`src/logic/mem_pkg.sv`:
```
// Shared widths, address map and encodings for the memory controller.
// Region bases assume the handheld map: work RAM 0x03, I/O 0x04, palette 0x05.
package mem_pkg;

    localparam int addr_w  = 32;
    localparam int data_w  = 32;
    localparam int lanes_w = 4;

    // Work RAM, mirrored across the whole 0x03 block
    localparam logic [addr_w-1:0] intern_base = 32'h0300_0000;
    localparam int intern_depth = 8192;

    // Palette banks, background below the object offset
    localparam logic [addr_w-1:0] palette_base = 32'h0500_0000;
    localparam int palette_depth = 128;
    localparam int palette_obj_offset = 'h200;

    // Memory-mapped I/O words
    localparam logic [addr_w-1:0] io_base = 32'h0400_0000;
    localparam int io_words = 8;
    localparam int vcount_idx = 1;
    localparam int keyinput_idx = 4;
    localparam int irq_idx = 6;

    typedef enum logic [1:0] {
        rgn_intern,
        rgn_palette,
        rgn_io,
        rgn_none
    } region_t;

    // Codes as driven on bus_size
    typedef enum logic [1:0] {
        size_byte = 2'd0,
        size_half = 2'd1,
        size_word = 2'd2
    } mem_size_t;

endpackage

```
`src/logic/mem_port_if.sv`:
```
// One region's slice of the CPU bus.
// byte_we arrives already gated, so it is zero unless this region is addressed.
`timescale 1ns/1ps

interface mem_port_if
    import mem_pkg::*;
();

    // Word index relative to the region base
    logic [addr_w-3:0]  word_addr;
    logic [data_w-1:0]  wdata;
    logic [lanes_w-1:0] byte_we;
    logic [data_w-1:0]  rdata;

    modport front (output word_addr, wdata, byte_we, input rdata);

    modport region (input word_addr, wdata, byte_we, output rdata);

endinterface

```
`src/logic/io_regs.sv`:
```
// Memory-mapped I/O words. Buttons, vcount and the interrupt flags are read-only
// halves; writing the upper half of the irq word only pulses int_acks.
`timescale 1ns/1ps

module io_regs
    import mem_pkg::*;
(
    input  logic        clock,
    input  logic        reset,
    mem_port_if.region  port,
    input  logic [15:0] buttons,
    input  logic [15:0] vcount,
    input  logic [15:0] reg_if,
    output logic [15:0] int_acks
);

    localparam int idx_w = $clog2(io_words);

    logic [data_w-1:0] regs [io_words];
    logic [data_w-1:0] view [io_words];
    logic [idx_w-1:0]  idx;
    logic [idx_w-1:0]  rd_idx_q;
    logic              irq_hit;
    logic              commit_q;

    assign idx     = port.word_addr[idx_w-1:0];
    assign irq_hit = (idx == idx_w'(irq_idx));

    always_ff @(posedge clock or posedge reset) begin
        if (reset) begin
            for (int w = 0; w < io_words; w++) begin
                regs[w] <= '0;
            end
            int_acks <= '0;
            rd_idx_q <= '0;
            commit_q <= 1'b0;
        end else begin
            for (int i = 0; i < lanes_w; i++) begin
                if (port.byte_we[i]) begin
                    regs[idx][i*8 +: 8] <= port.wdata[i*8 +: 8];
                end
            end
            // Acks last one cycle unless rewritten
            int_acks[7:0]  <= (irq_hit && port.byte_we[2]) ? port.wdata[23:16] : 8'h00;
            int_acks[15:8] <= (irq_hit && port.byte_we[3]) ? port.wdata[31:24] : 8'h00;
            rd_idx_q <= idx;
            commit_q <= |port.byte_we;
        end
    end

    // Substitute the read-only halves
    always_comb begin
        for (int w = 0; w < io_words; w++) begin
            view[w] = regs[w];
        end
        view[vcount_idx][31:16]  = vcount;
        view[keyinput_idx][15:0] = buttons;
        view[irq_idx][31:16]     = reg_if;
    end

    assign port.rdata = view[rd_idx_q];

    assert property (@(posedge clock) disable iff (reset) !commit_q |-> int_acks == '0);

endmodule

```
`src/flat_wrapper.sv`:
```
// flat-port wrapper written by rule: the top's interface ports become plain ports
module io_regs_flat import mem_pkg::*;
  (clock, reset, buttons, vcount, reg_if, int_acks, port_word_addr, port_wdata, port_byte_we, port_rdata);
  mem_port_if port_i ();
  input  logic clock;
  input  logic reset;
  input  logic [15:0] buttons;
  input  logic [15:0] vcount;
  input  logic [15:0] reg_if;
  output logic [15:0] int_acks;
  input wire logic [$bits(port_i.word_addr)-1:0] port_word_addr;
  input wire logic [$bits(port_i.wdata)-1:0] port_wdata;
  input wire logic [$bits(port_i.byte_we)-1:0] port_byte_we;
  output wire logic [$bits(port_i.rdata)-1:0] port_rdata;
  assign port_i.word_addr = port_word_addr;
  assign port_i.wdata = port_wdata;
  assign port_i.byte_we = port_byte_we;
  assign port_rdata = port_i.rdata;
  io_regs u_core (.clock(clock), .reset(reset), .port(port_i), .buttons(buttons), .vcount(vcount), .reg_if(reg_if), .int_acks(int_acks));
endmodule
```
`config.mk`:
```
export PLATFORM = sky130hd
export DESIGN_NAME = io_regs_flat
export DESIGN_NICKNAME = d
export VERILOG_FILES = /design/src/logic/mem_pkg.sv /design/src/logic/mem_port_if.sv /design/src/logic/io_regs.sv /design/src/flat_wrapper.sv
export SDC_FILE = /design/constraint.sdc
export NUM_CORES = 1
export LEC_CHECK = 0
export ABC_AREA = 1
export BUFFER_PORTS_ARGS = -buffer_cell sky130_fd_sc_hd__buf_2
export CAP_MARGIN = 20
export CORE_MARGIN = 8
export CORE_UTILIZATION = 30
export CTS_BUF_LIST = sky130_fd_sc_hd__clkbuf_8
export DETAILED_ROUTE_END_ITERATION = 7
export PLACE_DENSITY_LB_ADDON = 0.2
export SLEW_MARGIN = 25
export SYNTH_ARGS = -nofsm -noshare
export SYNTH_HDL_FRONTEND = slang
export SYNTH_SLANG_ARGS = --single-unit
```
`constraint.sdc`:
```
create_clock -name clock -period 7.9 [get_ports clock]
set_clock_uncertainty 0.1 [all_clocks]
set_input_delay 0.395 -clock clock [delete_from_list [all_inputs] [get_ports clock]]
set_output_delay 0.395 -clock clock [all_outputs]
set_load 0.005 [all_outputs]
```
Word-level counts from Yosys, hierarchy flattened
Cells that the tools add are included.

cells by class
  shift operators = 0
  bitwise gates (word level) = 2
  divide/modulo/power cells = 0
  equal/unequal tests = 1
  reduce and logical (&&, ||, !) cells = 3
  $add $sub $neg = 0
  $mul = 0
  $lt $le $gt $ge = 3
  multiplexer cells = 21

operators by type and width
  kind                                                                           count
  256-bit bitwise mux                                                            4
  256-bit 2-to-1 mux                                                             4
  32-bit demux with 3-bit select                                                 4
  32-bit binary-select mux with 3-bit select                                     1
  32-bit 2-to-1 mux                                                              3
  24-bit 2-to-1 mux                                                              1
  8-bit 2-to-1 mux                                                               3
  16-bit 2-to-1 mux                                                              1
  4-bit greater-or-equal comparator (second input constant)                      2
  3-bit inverter with 4-bit output                                               2
  4-bit by 1-bit less-than comparator with 1-bit output (second input constant)  1
  3-bit equality test (second input constant)                                    1
  1-bit logical AND                                                              3

storage, ports and cells
  RAM bits = 0
  output and inout bits = 48
  input bits = 116
  ROM bits = 0
  register bits = 275
  bits in latches = 0
  memories = 0

Logic depth before layout (Yosys ltp)
  word-level depth = 13
  gate-level depth with buffers = 8
  depth with buffers taken out = 6

Least setup slack after synthesis
No wires, ideal clock.

  path type = flip-flop to output port
  start = register u_core.rd_idx_q[0]
  end = output port port_rdata[10]
  data required time = 7.405 ns
  arrival time = 1.255 ns
  setup slack = 6.150 ns
  path buffers = 2
  cell stages (with the launch flop) = 9
  cell sequence = dfrtp_1 inv_1 clkbuf_1 clkbuf_1 nand2_1 nand3_1 nand2_1 nand2_1 nand2_1

between the ends
  cells in the longest elaborated chain, start to end = 4

RTL lines
  element                                                 RTL line            source
  start, declared                                         io_regs.sv:22       logic [idx_w-1:0] rd_idx_q;
  start signal, assigned                                  io_regs.sv:46       rd_idx_q <= idx;
  3-bit inverter with 4-bit output (not written as such)  io_regs.sv:61       assign port.rdata = view[rd_idx_q];
  32-bit binary-select mux with 3-bit select              io_regs.sv:61
  32-bit 2-to-1 mux (not written as such) (2 in series)   io_regs.sv:61
  end, declared                                           flat_wrapper.sv:14  output wire logic [$bits(port_i.rdata)-1:0] port_rdata;

Every way passes these cells. The select of a mux whose other input is x is not followed.

Final worst setup path
Ends and elaborated chain as after synthesis.

==> results.tsv <==
metric	value	unit
Crit. End Element	output port	
Synth top area share	50.0	%
Synth Register Bits	227	
overall power	3.14	mW
Die Ht	211	µm
Port Buffers	136	
WL final	34100	µm
GRT Util Overall	15.3	%
Clock Tree Root	clkbuf_8	
post-synth net total	1729	
P_leak	7.47	nW
Area contributors post-synth	dfrtp_1 (50%), nand2_1 (21%), inv_1 (9.8%), o21ai_0 (9.1%), nand3_1 (5.9%)	
worst skew pair latency	0.54	ns
fin. max-slew vios	0	
fin nets	1862	
Post-Syn Area	11400	µm²
DR WL/cell	14.9	µm
area grow syn2layout	18.8	%
CTS H-tree lvls	2	
DR iter-0 viols	657	
Critical Path RT	7.40	ns
row cnt	71	
setup tns final	0	ns
worst-margin pin slew	0.984	ns
yosys warns	0	
outcome	completed	
Initial Util	30.3	%
Fin. Hold Viols	0	
Synth cell types	15	
die width	211	µm
# DRC	0	
share of cells above drive strength 1	12.5	%
via count	9914	
IO Count	164	
grt ovf	0	
vias in the first global route	9801	
CP Class	reg2out	
Reg2Reg Depth	2	
slew margin rel.	34.2	%
RSZ-0062 raised after global routing	no	
Period Utilization, post-route	48.8	%
Post-Syn Instances	1613	
hold path depth	3	
Pre-antenna DRT Iters	5	
Setup violations, final	0	
leading area contributor after synthesis	dfrtp_1	
drt via density	4.33	
Worst Hold Class	in2reg	
Cell Pwr Density	232	nW/µm²
startpoint types	flip-flop	
post-route ant nets	0	
post-DP HPWL	21100	µm
GPL Wtd Cong	0.745	
Core Footprint	37500	µm²
CP arrival	3.36	ns
first-pass GRT wire length	54600	µm
initial antenna violation count	1	
clk sink count	227	
Die ar.	44400	µm²
CTS tree	built	
register area share after synthesis	50.0	%
CP Max Fanout	75	
Clock Path Buffers	3	
fin util	36.0	%
post-CTS setup buffer count	0	
largest net degree at the start of global routing	101	
Max-cap violations	0	
CTS buffer count	42	
fmax	259	MHz
CTS clock-pin slew for the worst setup and hold paths	0.06	ns
Tmin final	3.86	ns
worst IR drop on VDD	0.102	mV
syn avg cell area	7.05	µm²
-- metal layers --
metal | track usage, % | up-vias | share of wire (%)
met4 | 3.81 | 0 | 1.6
li1 | - | 5122 | -
met5 | 0 | - | 0
met2 | 25.0 | 191 | 46
met1 | 20.8 | 4561 | 48
met3 | 2.95 | 40 | 5.1
-- final timing paths --
check / end / slack (ns) / startpoint
setup / recovery: port_rdata[10] / 4.04 / u_core.rd_idx_q[0]
hold / removal: u_core.regs[94] / 0.04 / port_wdata[30]
setup reg to reg: u_core.regs[124] / 7.09 / u_core.regs[124]
hold reg to reg: u_core.regs[118] / 0.38 / u_core.regs[118]
max in group asynchronous: u_core.rd_idx_q[0] / 5.98 / reset
min in group asynchronous: u_core.regs[67] / 0.43 / reset
-- worst max-delay path, cell delays in order (launching register included) --
cell,delay (ns)
dfrtp_4,0.72
inv_4,0.57
buf_4,0.81
nand2_1,0.18
nand3_1,0.15
nand2_1,0.07
nand2_1,0.06
nand2_1,0.05
buf_2,0.14
-- Yosys cell counts --
cell,n
nand2_1,636
o21ai_0,206
nor3_1,1
clkbuf_1,54
buf_2,12
nand3b_1,1
nand3_1,133
nor2_1,22
dfrtp_1,227
inv_1,297
inv_2,2
nor2_2,9
nor3_2,2
buf_1,9
o21ai_1,2
-- layout by cell type, fill, tap and decap left out --
master	instances
diode_2	2
inv_2	2
dfrtp_4	1
nand2_1	636
nand3b_1	1
buf_4	8
inv_4	1
nor2_2	12
dfrtp_1	225
nor3_2	2
buf_2	136
clkbuf_8	55
dlygate4sd3_1	19
nor3_1	1
inv_1	310
o21ai_0	206
nor2_1	19
buf_6	1
nand3_1	133
dfrtp_2	1
inv_8	1
o21ai_1	2
clkinv_2	2
-- power by group --
group	internal [mW]	switching [mW]	total, mW	leakage, nW
sequential	1.38	0.0814	1.46	2.83
combinational	0.211	0.359	0.570	4.16
clock	0.616	0.494	1.11	0.483
-- logic make-up after synthesis --
kind of cell	Yosys count	synth area share, %
compound gates	208	9.16
buf+inv	374	12.5
flops	227	50.0
simple gates	804	28.4
-- stage by stage --
step / setup WS (ns) / cell area [µm²] / hold slack (ns) / instances
final: 4.04 / 13500 / 0.0440 / 2287
after floorplan: 1.19 / 11400 / 0.326 / 1613
after global placement: 4.53 / 12500 / 0.366 / 2194
after CTS: 3.90 / 13500 / 0.0000435 / 2285
after detailed placement: 4.51 / 12500 / 0.373 / 2194
after global routing: 3.78 / 13500 / 0.0169 / 2285
-- cell type report --
type / instances / area [µm²]
timing repair buffer: 164 / 942
sequential: 227 / 5690
inverter: 299 / 1130
antenna: 2 / 5.00
fill: 4109 / 24000
clock buffer: 55 / 757
multi-input combinational: 1012 / 4270
clock inverter: 17 / 66.3
tap: 511 / 639
-- repair_timing --
action / in CTS / in global routing
hold endpoints to repair: 131 / 0
gates resized for setup: 0 / 0
hold buffers: 19 / 0
-- registers in the layout (all words and copies together), names as in the netlist --
name,count
u_core.int_acks,16
u_core.regs,208
u_core.rd_idx_q,3
(Power assumes the default switching activity.)
