===== src/logic/mem_pkg.sv =====
// Shared widths, address map and encodings for the memory controller.
// Region bases assume the handheld map: work RAM 0x03, I/O 0x04, palette 0x05.
package mem_pkg;

    localparam int addr_w  = 32;
    localparam int data_w  = 32;
    localparam int lanes_w = 4;

    // Work RAM, mirrored across the whole 0x03 block
    localparam logic [addr_w-1:0] intern_base = 32'h0300_0000;
    localparam int intern_depth = 8192;

    // Palette banks, background below the object offset
    localparam logic [addr_w-1:0] palette_base = 32'h0500_0000;
    localparam int palette_depth = 128;
    localparam int palette_obj_offset = 'h200;

    // Memory-mapped I/O words
    localparam logic [addr_w-1:0] io_base = 32'h0400_0000;
    localparam int io_words = 8;
    localparam int vcount_idx = 1;
    localparam int keyinput_idx = 4;
    localparam int irq_idx = 6;

    typedef enum logic [1:0] {
        rgn_intern,
        rgn_palette,
        rgn_io,
        rgn_none
    } region_t;

    // Codes as driven on bus_size
    typedef enum logic [1:0] {
        size_byte = 2'd0,
        size_half = 2'd1,
        size_word = 2'd2
    } mem_size_t;

endpackage


===== src/logic/mem_port_if.sv =====
// One region's slice of the CPU bus.
// byte_we arrives already gated, so it is zero unless this region is addressed.
`timescale 1ns/1ps

interface mem_port_if
    import mem_pkg::*;
();

    // Word index relative to the region base
    logic [addr_w-3:0]  word_addr;
    logic [data_w-1:0]  wdata;
    logic [lanes_w-1:0] byte_we;
    logic [data_w-1:0]  rdata;

    modport front (output word_addr, wdata, byte_we, input rdata);

    modport region (input word_addr, wdata, byte_we, output rdata);

endinterface


===== src/logic/mem_bus_front.sv =====
// CPU bus front end. Writes are latched and committed one cycle later under a
// single pause pulse; the CPU must hold its inputs while bus_pause is high.
// Unmapped reads return zero.
`timescale 1ns/1ps

module mem_bus_front
    import mem_pkg::*;
(
    input  logic              clock,
    input  logic              reset,
    input  logic [addr_w-1:0] bus_addr,
    input  logic [data_w-1:0] bus_wdata,
    input  logic [1:0]        bus_size,
    input  logic              bus_write,
    output logic [data_w-1:0] bus_rdata,
    output logic              bus_pause,
    mem_port_if.front         intern_port,
    mem_port_if.front         palette_port,
    mem_port_if.front         io_port
);

    logic [addr_w-1:0]  bus_addr_lat;
    logic [1:0]         bus_size_lat;
    logic [addr_w-1:0]  mem_addr;
    logic [addr_w-1:0]  intern_off;
    logic [addr_w-1:0]  palette_off;
    logic [addr_w-1:0]  io_off;
    logic [lanes_w-1:0] byte_we;
    region_t            region;

    // Pause doubles as the accepted-write flag for the commit cycle
    always_ff @(posedge clock or posedge reset) begin
        if (reset) begin
            bus_addr_lat <= '0;
            bus_size_lat <= '0;
            bus_pause    <= 1'b0;
        end else begin
            bus_addr_lat <= bus_addr;
            bus_size_lat <= bus_size;
            bus_pause    <= bus_write & ~bus_pause;
        end
    end

    assign mem_addr = bus_pause ? bus_addr_lat : bus_addr;

    // Byte lanes, little endian
    always_comb begin
        byte_we = '0;
        if (bus_pause) begin
            case (mem_size_t'(bus_size_lat))
                size_byte: byte_we[bus_addr_lat[1:0]] = 1'b1;
                size_half: byte_we = bus_addr_lat[1] ? 4'b1100 : 4'b0011;
                size_word: byte_we = 4'b1111;
                default:   byte_we = '0;
            endcase
        end
    end

    // Region of the latched address serves both the commit and the read select
    always_comb begin
        if (bus_addr_lat[31:24] == intern_base[31:24]) begin
            region = rgn_intern;
        end else if (bus_addr_lat[31:24] == palette_base[31:24]) begin
            region = rgn_palette;
        end else if ((bus_addr_lat - io_base) < addr_w'(io_words * lanes_w)) begin
            region = rgn_io;
        end else begin
            region = rgn_none;
        end
    end

    assign intern_off  = mem_addr - intern_base;
    assign palette_off = mem_addr - palette_base;
    assign io_off      = mem_addr - io_base;

    assign intern_port.word_addr  = intern_off[addr_w-1:2];
    assign palette_port.word_addr = palette_off[addr_w-1:2];
    assign io_port.word_addr      = io_off[addr_w-1:2];

    assign intern_port.wdata  = bus_wdata;
    assign palette_port.wdata = bus_wdata;
    assign io_port.wdata      = bus_wdata;

    assign intern_port.byte_we  = (region == rgn_intern) ? byte_we : '0;
    assign palette_port.byte_we = (region == rgn_palette) ? byte_we : '0;
    assign io_port.byte_we      = (region == rgn_io) ? byte_we : '0;

    always_comb begin
        case (region)
            rgn_intern:  bus_rdata = intern_port.rdata;
            rgn_palette: bus_rdata = palette_port.rdata;
            rgn_io:      bus_rdata = io_port.rdata;
            default:     bus_rdata = '0;
        endcase
    end

    // A held write is only re-accepted after a free cycle
    assert property (@(posedge clock) disable iff (reset) bus_pause |=> !bus_pause);

    assert property (@(posedge clock) disable iff (reset)
        $onehot0({|intern_port.byte_we, |palette_port.byte_we, |io_port.byte_we}));

endmodule


===== src/flat_wrapper.sv =====
// flat-port wrapper written by rule: the top's interface ports become plain ports
module mem_bus_front_flat import mem_pkg::*;
  (clock, reset, bus_addr, bus_wdata, bus_size, bus_write, bus_rdata, bus_pause, intern_port_word_addr, intern_port_wdata, intern_port_byte_we, intern_port_rdata, palette_port_word_addr, palette_port_wdata, palette_port_byte_we, palette_port_rdata, io_port_word_addr, io_port_wdata, io_port_byte_we, io_port_rdata);
  mem_port_if intern_port_i ();
  mem_port_if palette_port_i ();
  mem_port_if io_port_i ();
  input  logic clock;
  input  logic reset;
  input  logic [addr_w-1:0] bus_addr;
  input  logic [data_w-1:0] bus_wdata;
  input  logic [1:0] bus_size;
  input  logic bus_write;
  output logic [data_w-1:0] bus_rdata;
  output logic bus_pause;
  output wire logic [$bits(intern_port_i.word_addr)-1:0] intern_port_word_addr;
  output wire logic [$bits(intern_port_i.wdata)-1:0] intern_port_wdata;
  output wire logic [$bits(intern_port_i.byte_we)-1:0] intern_port_byte_we;
  input wire logic [$bits(intern_port_i.rdata)-1:0] intern_port_rdata;
  output wire logic [$bits(palette_port_i.word_addr)-1:0] palette_port_word_addr;
  output wire logic [$bits(palette_port_i.wdata)-1:0] palette_port_wdata;
  output wire logic [$bits(palette_port_i.byte_we)-1:0] palette_port_byte_we;
  input wire logic [$bits(palette_port_i.rdata)-1:0] palette_port_rdata;
  output wire logic [$bits(io_port_i.word_addr)-1:0] io_port_word_addr;
  output wire logic [$bits(io_port_i.wdata)-1:0] io_port_wdata;
  output wire logic [$bits(io_port_i.byte_we)-1:0] io_port_byte_we;
  input wire logic [$bits(io_port_i.rdata)-1:0] io_port_rdata;
  assign intern_port_word_addr = intern_port_i.word_addr;
  assign intern_port_wdata = intern_port_i.wdata;
  assign intern_port_byte_we = intern_port_i.byte_we;
  assign intern_port_i.rdata = intern_port_rdata;
  assign palette_port_word_addr = palette_port_i.word_addr;
  assign palette_port_wdata = palette_port_i.wdata;
  assign palette_port_byte_we = palette_port_i.byte_we;
  assign palette_port_i.rdata = palette_port_rdata;
  assign io_port_word_addr = io_port_i.word_addr;
  assign io_port_wdata = io_port_i.wdata;
  assign io_port_byte_we = io_port_i.byte_we;
  assign io_port_i.rdata = io_port_rdata;
  mem_bus_front u_core (.clock(clock), .reset(reset), .bus_addr(bus_addr), .bus_wdata(bus_wdata), .bus_size(bus_size), .bus_write(bus_write), .bus_rdata(bus_rdata), .bus_pause(bus_pause), .intern_port(intern_port_i), .palette_port(palette_port_i), .io_port(io_port_i));
endmodule

===== config.mk =====
export PLATFORM = sky130hd
export DESIGN_NAME = mem_bus_front_flat
export DESIGN_NICKNAME = d
export VERILOG_FILES = /design/src/logic/mem_pkg.sv /design/src/logic/mem_port_if.sv /design/src/logic/mem_bus_front.sv /design/src/flat_wrapper.sv
export SDC_FILE = /design/constraint.sdc
export NUM_CORES = 1
export LEC_CHECK = 0
export ABC_AREA = 1
export BUFFER_PORTS_ARGS = -buffer_cell sky130_fd_sc_hd__buf_2
export CAP_MARGIN = 40
export CORE_AREA = 3 3 152 154
export DETAILED_ROUTE_END_ITERATION = 16
export DIE_AREA = 0 0 155 157
export PLACE_DENSITY = 0.51
export SLEW_MARGIN = 20
export SYNTH_ARGS = -nofsm -noshare
export SYNTH_HDL_FRONTEND = slang
export SYNTH_SLANG_ARGS = --single-unit

===== constraint.sdc =====
create_clock -name clock -period 4.7 [get_ports clock]
set_input_delay 0.47 -clock clock [delete_from_list [all_inputs] [get_ports clock]]
set_output_delay 0.47 -clock clock [all_outputs]
set_load 0.005 [all_outputs]

# After elaboration in Yosys (flattened, before gate mapping)
# Cells that the tools add are included.
# totals
register_bits	35
input_bits	165
out_inout_bits	231
# op_classes
addsub	4
magnitude_cmp	3
n_eq_ne	6
mux	13
bitwise_logic	2
reduce_logical	3
# ops
op	n
case mux 32 bit (3 select lines)	1
subtractor 32 x 27 -> 32 bit, second input constant	3
less-than comparator 32 x 6 -> 1 bit, second input constant	1
two-way mux 32 bit	1
subtractor 32 x 26 -> 32 bit, second input constant	1
two-way mux 4 bit	5
case mux 4 bit (3 select lines)	1
== test 8 x 2 -> 1 bit, second input constant	1
== test 8 x 3 -> 1 bit, second input constant	1
== test 2 x 1 -> 1 bit, second input constant	2
== test 2 bit, second input constant	2
zero test 2 bit	2
two-way mux 2 bit	2
less-than comparator 2 x 3 -> 1 bit, second input constant	1
demux 1 bit (select 2 bit)	1
>= comparator 2 x 1 -> 1 bit, second input constant	1
two-way mux 1 bit	2
bitwise AND 1 bit	1
logical AND 1 bit	1
inverter 1 bit	1

# Longest topological paths before layout
# logic_depth
ltp_word	7
mapped_depth	10

# Worst setup path before layout
# No wires, ideal clock.
# synth_path
kind	reg-to-output
from	reg u_core.bus_pause
to	out intern_port_word_addr[26]
arrival_ns	1.550
required_time_ns	4.230
slack_ns	2.680
path_stages_with_launch	7
cell_sequence	dfrtp_1 -> buf_6 -> o21ai_4 -> ha_1 -> xor2_1 -> nor2_1 -> a21oi_1
# synth_between
elab_chain_cells	2
# synth_rtl
element	line_no	rtl
from (decl)	mem_bus_front.sv:16	output logic bus_pause,
from (signal assigned)	mem_bus_front.sv:40	bus_pause <= bus_write & ~bus_pause;
two-way mux 32 bit	mem_bus_front.sv:44	assign mem_addr = bus_pause ? bus_addr_lat : bus_addr;
subtractor 32 x 26 -> 32 bit	mem_bus_front.sv:72	assign intern_off = mem_addr - intern_base;
to (decl)	flat_wrapper.sv:15	output wire logic [$bits(intern_port_i.word_addr)-1:0] intern_port_word_addr;
# No other way between the ends.

# Final worst setup path
# layout_path
from	reg u_core.bus_pause
to	out palette_port_word_addr[28]
# layout_between
elab_chain_cells	2
# layout_rtl
element	line_no	rtl
two-way mux 32 bit	mem_bus_front.sv:44	
subtractor 32 x 27 -> 32 bit	mem_bus_front.sv:73	assign palette_off = mem_addr - palette_base;
to (decl)	flat_wrapper.sv:19	output wire logic [$bits(palette_port_i.word_addr)-1:0] palette_port_word_addr;
# No other way between the ends.

==> qor.txt <==
synthesized flop and latch total: 35
Syn Nets: 726
Seq/Total Area, Yosys: 0.235
sw power: 0.000283 W
setup repair bufs after CTS: 0
Final Cycle Share: 0.650
count of input and output buffers: 267
Setup crit start kind: flop
wl on met1: 5.59 mm
CTS root buf: clkbuf_16
placed insts: 950
RSZ-0062 raised after global routing: false
main area contributors after synthesis: buf_4 28%, dfrtp_1 23%, nand2_1 15%
synthesized area: 3730 µm²
Yosys top cell by area: buf_4
crit end category: output port
top sig layer: met5
Clock Sinks: 35
CTS tree: done
drt wl/cell: 16.9 µm
vias per cell: 3.87
final std cells w/o fill: 958
Critical Path AT: 2580 ps
Sw Share: 0.306
Layout Area Growth over Synthesis: 19.2%
Pwr Total: 0.000923 W
Final Core Density: 0.204
Clock Pin Slew Worst Setup and Hold Paths: 60 ps
R2R Path Start: u_core.bus_pause
GPL Wtd Cong: 0.753
top-area cell type share of the netlist area: 0.284
via total after detailed routing: 3706
clk_skew: 0 ps
maxcap violations: 0
Initial Utilization: 0.171
Detail Route Antenna Nets: 0
CTS max path bufs: 2
post-synthesis average cell area: 6.70 µm²
Sequential Power Share: 0.350
status: complete, no violations
CP startpoint: u_core.bus_pause
Clock power frac: 0.342
n_diodes: 0
# resized after CTS: 0
Total GRT Usage: 0.124
Fin. Hold Viols: 0
DRC viols: 0
row count: 54
initial antenna violation count: 2
type of the worst min-delay path: in2async
total CTS buffers: 5
IR Drop Worst-Case VDD: 0.227 mV
CTS H-tree lvls: 2
WL met2: 8.43 mm
worst-path maximum fanout: 43
Distinct cells, synth: 24
Max Slew Vio Count: 0
drt pass-1 iters: 4
setup ws final: 1650 ps
Synth Instances: 557
Logic pwr share: 0.308
die height: 157 µm
io pins: 396
Setup TNS: 0 ps
leakage power: 2.61 nW
Final nets: 846
internal power: 0.000640 W
initial DRC count: 146
setup violators final: 0
Place WS: 1810 ps
Routed WL: 16.2 mm
Clock Latency Late Sink: 280 ps
DIE WIDTH: 155 µm
Post-CTS Hold Buffers: 0
Std-Cell Core Area: 21800 µm²
Worst Tran Pin Value: 736 ps
power per cell area: 208 nW/µm²
first-pass GRT wire length: 22.6 mm
CP Class: reg2out
Ys Warns: 0
Overflow after GRT: 0
largest net degree at the start of global routing: 44
Critical Path RT: 4230 ps
vias in the first global route: 3663
layout cells sized above 1: 0.450
Max Clock Freq: 0.327 GHz
Rel. slew slack: 0.508
DP Wirelength: 14.0 mm
R2R depth: 2
Final min period: 3050 ps
die area: 24300 µm²
met3 WL: 2.04 mm
r2r setup slk: 3870 ps
## through the flow
| stage | area, µm² | hold WS (ps) |
|---|---|---|
| after floorplan | 3730 | 501 |
| after global placement | 4310 | 582 |
| after detailed placement | 4310 | 581 |
| after CTS | 4450 | 286 |
| after global routing | 4450 | 286 |
| final | 4450 | 291 |
## cell usage in the layout (no fill, tap or decap), types with 12 or more instances in the layout
cell type	instances
buf_2	267
nand2_1	151
nand3_1	70
inv_1	45
dfrtp_1	35
nor2_1	32
o21ai_0	22
xor2_1	12
## worst max-delay path, stage by stage, from the launching register on
cell and delay [ps]:
dfrtp_1 350, buf_4 230, inv_2 530, nand2_1 140, o21ai_2 160, inv_1 120
ha_1 240, inv_1 80, nand2_1 70, nand3_1 90, xor2_1 150, buf_2 130
## flip-flops by register name (all words and copies together) (netlist names)
register	flops
u_core.bus_addr_lat	32
u_core.bus_size_lat	2
u_core.bus_pause	1
## routing by layer
| metal | track usage | up-vias |
|---|---|---|
| li1 | - | 1810 |
| met1 | 0.123 | 1630 |
| met2 | 0.242 | 254 |
| met3 | 0.0547 | 10 |
| met4 | 0.0193 | 2 |
| met5 | 0 | - |
## Yosys cell counts
master    count
buf_4       141
inv_1        45
nor2_1       32
nand2_2       5
xor2_1       12
nand2_1     151
nor2_8        1
inv_2         5
nand2_4       3
nand3_1      70
nor2_4        2
dfrtp_1      35
o21ai_0      22
ha_1          4
clkbuf_1      5
nor2_2        1
nand3_4       1
buf_6         1
buf_2        12
o21ai_2       4
a21oi_1       1
o21ai_4       2
and2_0        1
or2_2         1
## layout make-up
| type | count | area, µm² |
|---|---|---|
| clock buffer | 5 | 125 |
| clock inverter | 3 | 15.0 |
| fill | 2522 | 17400 |
| inverter | 50 | 188 |
| multi-input combinational | 313 | 1520 |
| sequential | 35 | 876 |
| tap | 280 | 350 |
| timing repair buffer | 272 | 1370 |
## kinds of logic (layout without fill, tap and decap cells)
group,Yosys count,in the layout,share of synthesized area
buffers and inverters,209,330,0.358
AND/OR/NAND/NOR,268,268,0.317
adder cells (fa/ha/maj),4,4,0.0134
flip-flops,35,35,0.235
XOR/XNOR,12,12,0.0282
AO/OA/AOI/OAI,29,29,0.0490
## worst paths after layout
check | end
setup reg to reg | u_core.bus_pause
min in group clock | u_core.bus_addr_lat[1]
hold / removal | u_core.bus_addr_lat[23]
hold reg to reg | u_core.bus_pause
max in group asynchronous | u_core.bus_addr_lat[29]
setup / recovery | palette_port_word_addr[28]
## power groups by stage
stage	logic [W]	clock network, W	registers (W)
floorplan	0.000240	0	0.000328
global placement	0.000292	0	0.000328
detailed placement	0.000291	0	0.000328
CTS	0.000293	0.000330	0.000323
global route	0.000323	0.000344	0.000324
finish	0.000285	0.000316	0.000323
Power figures use the tool's default switching activity.
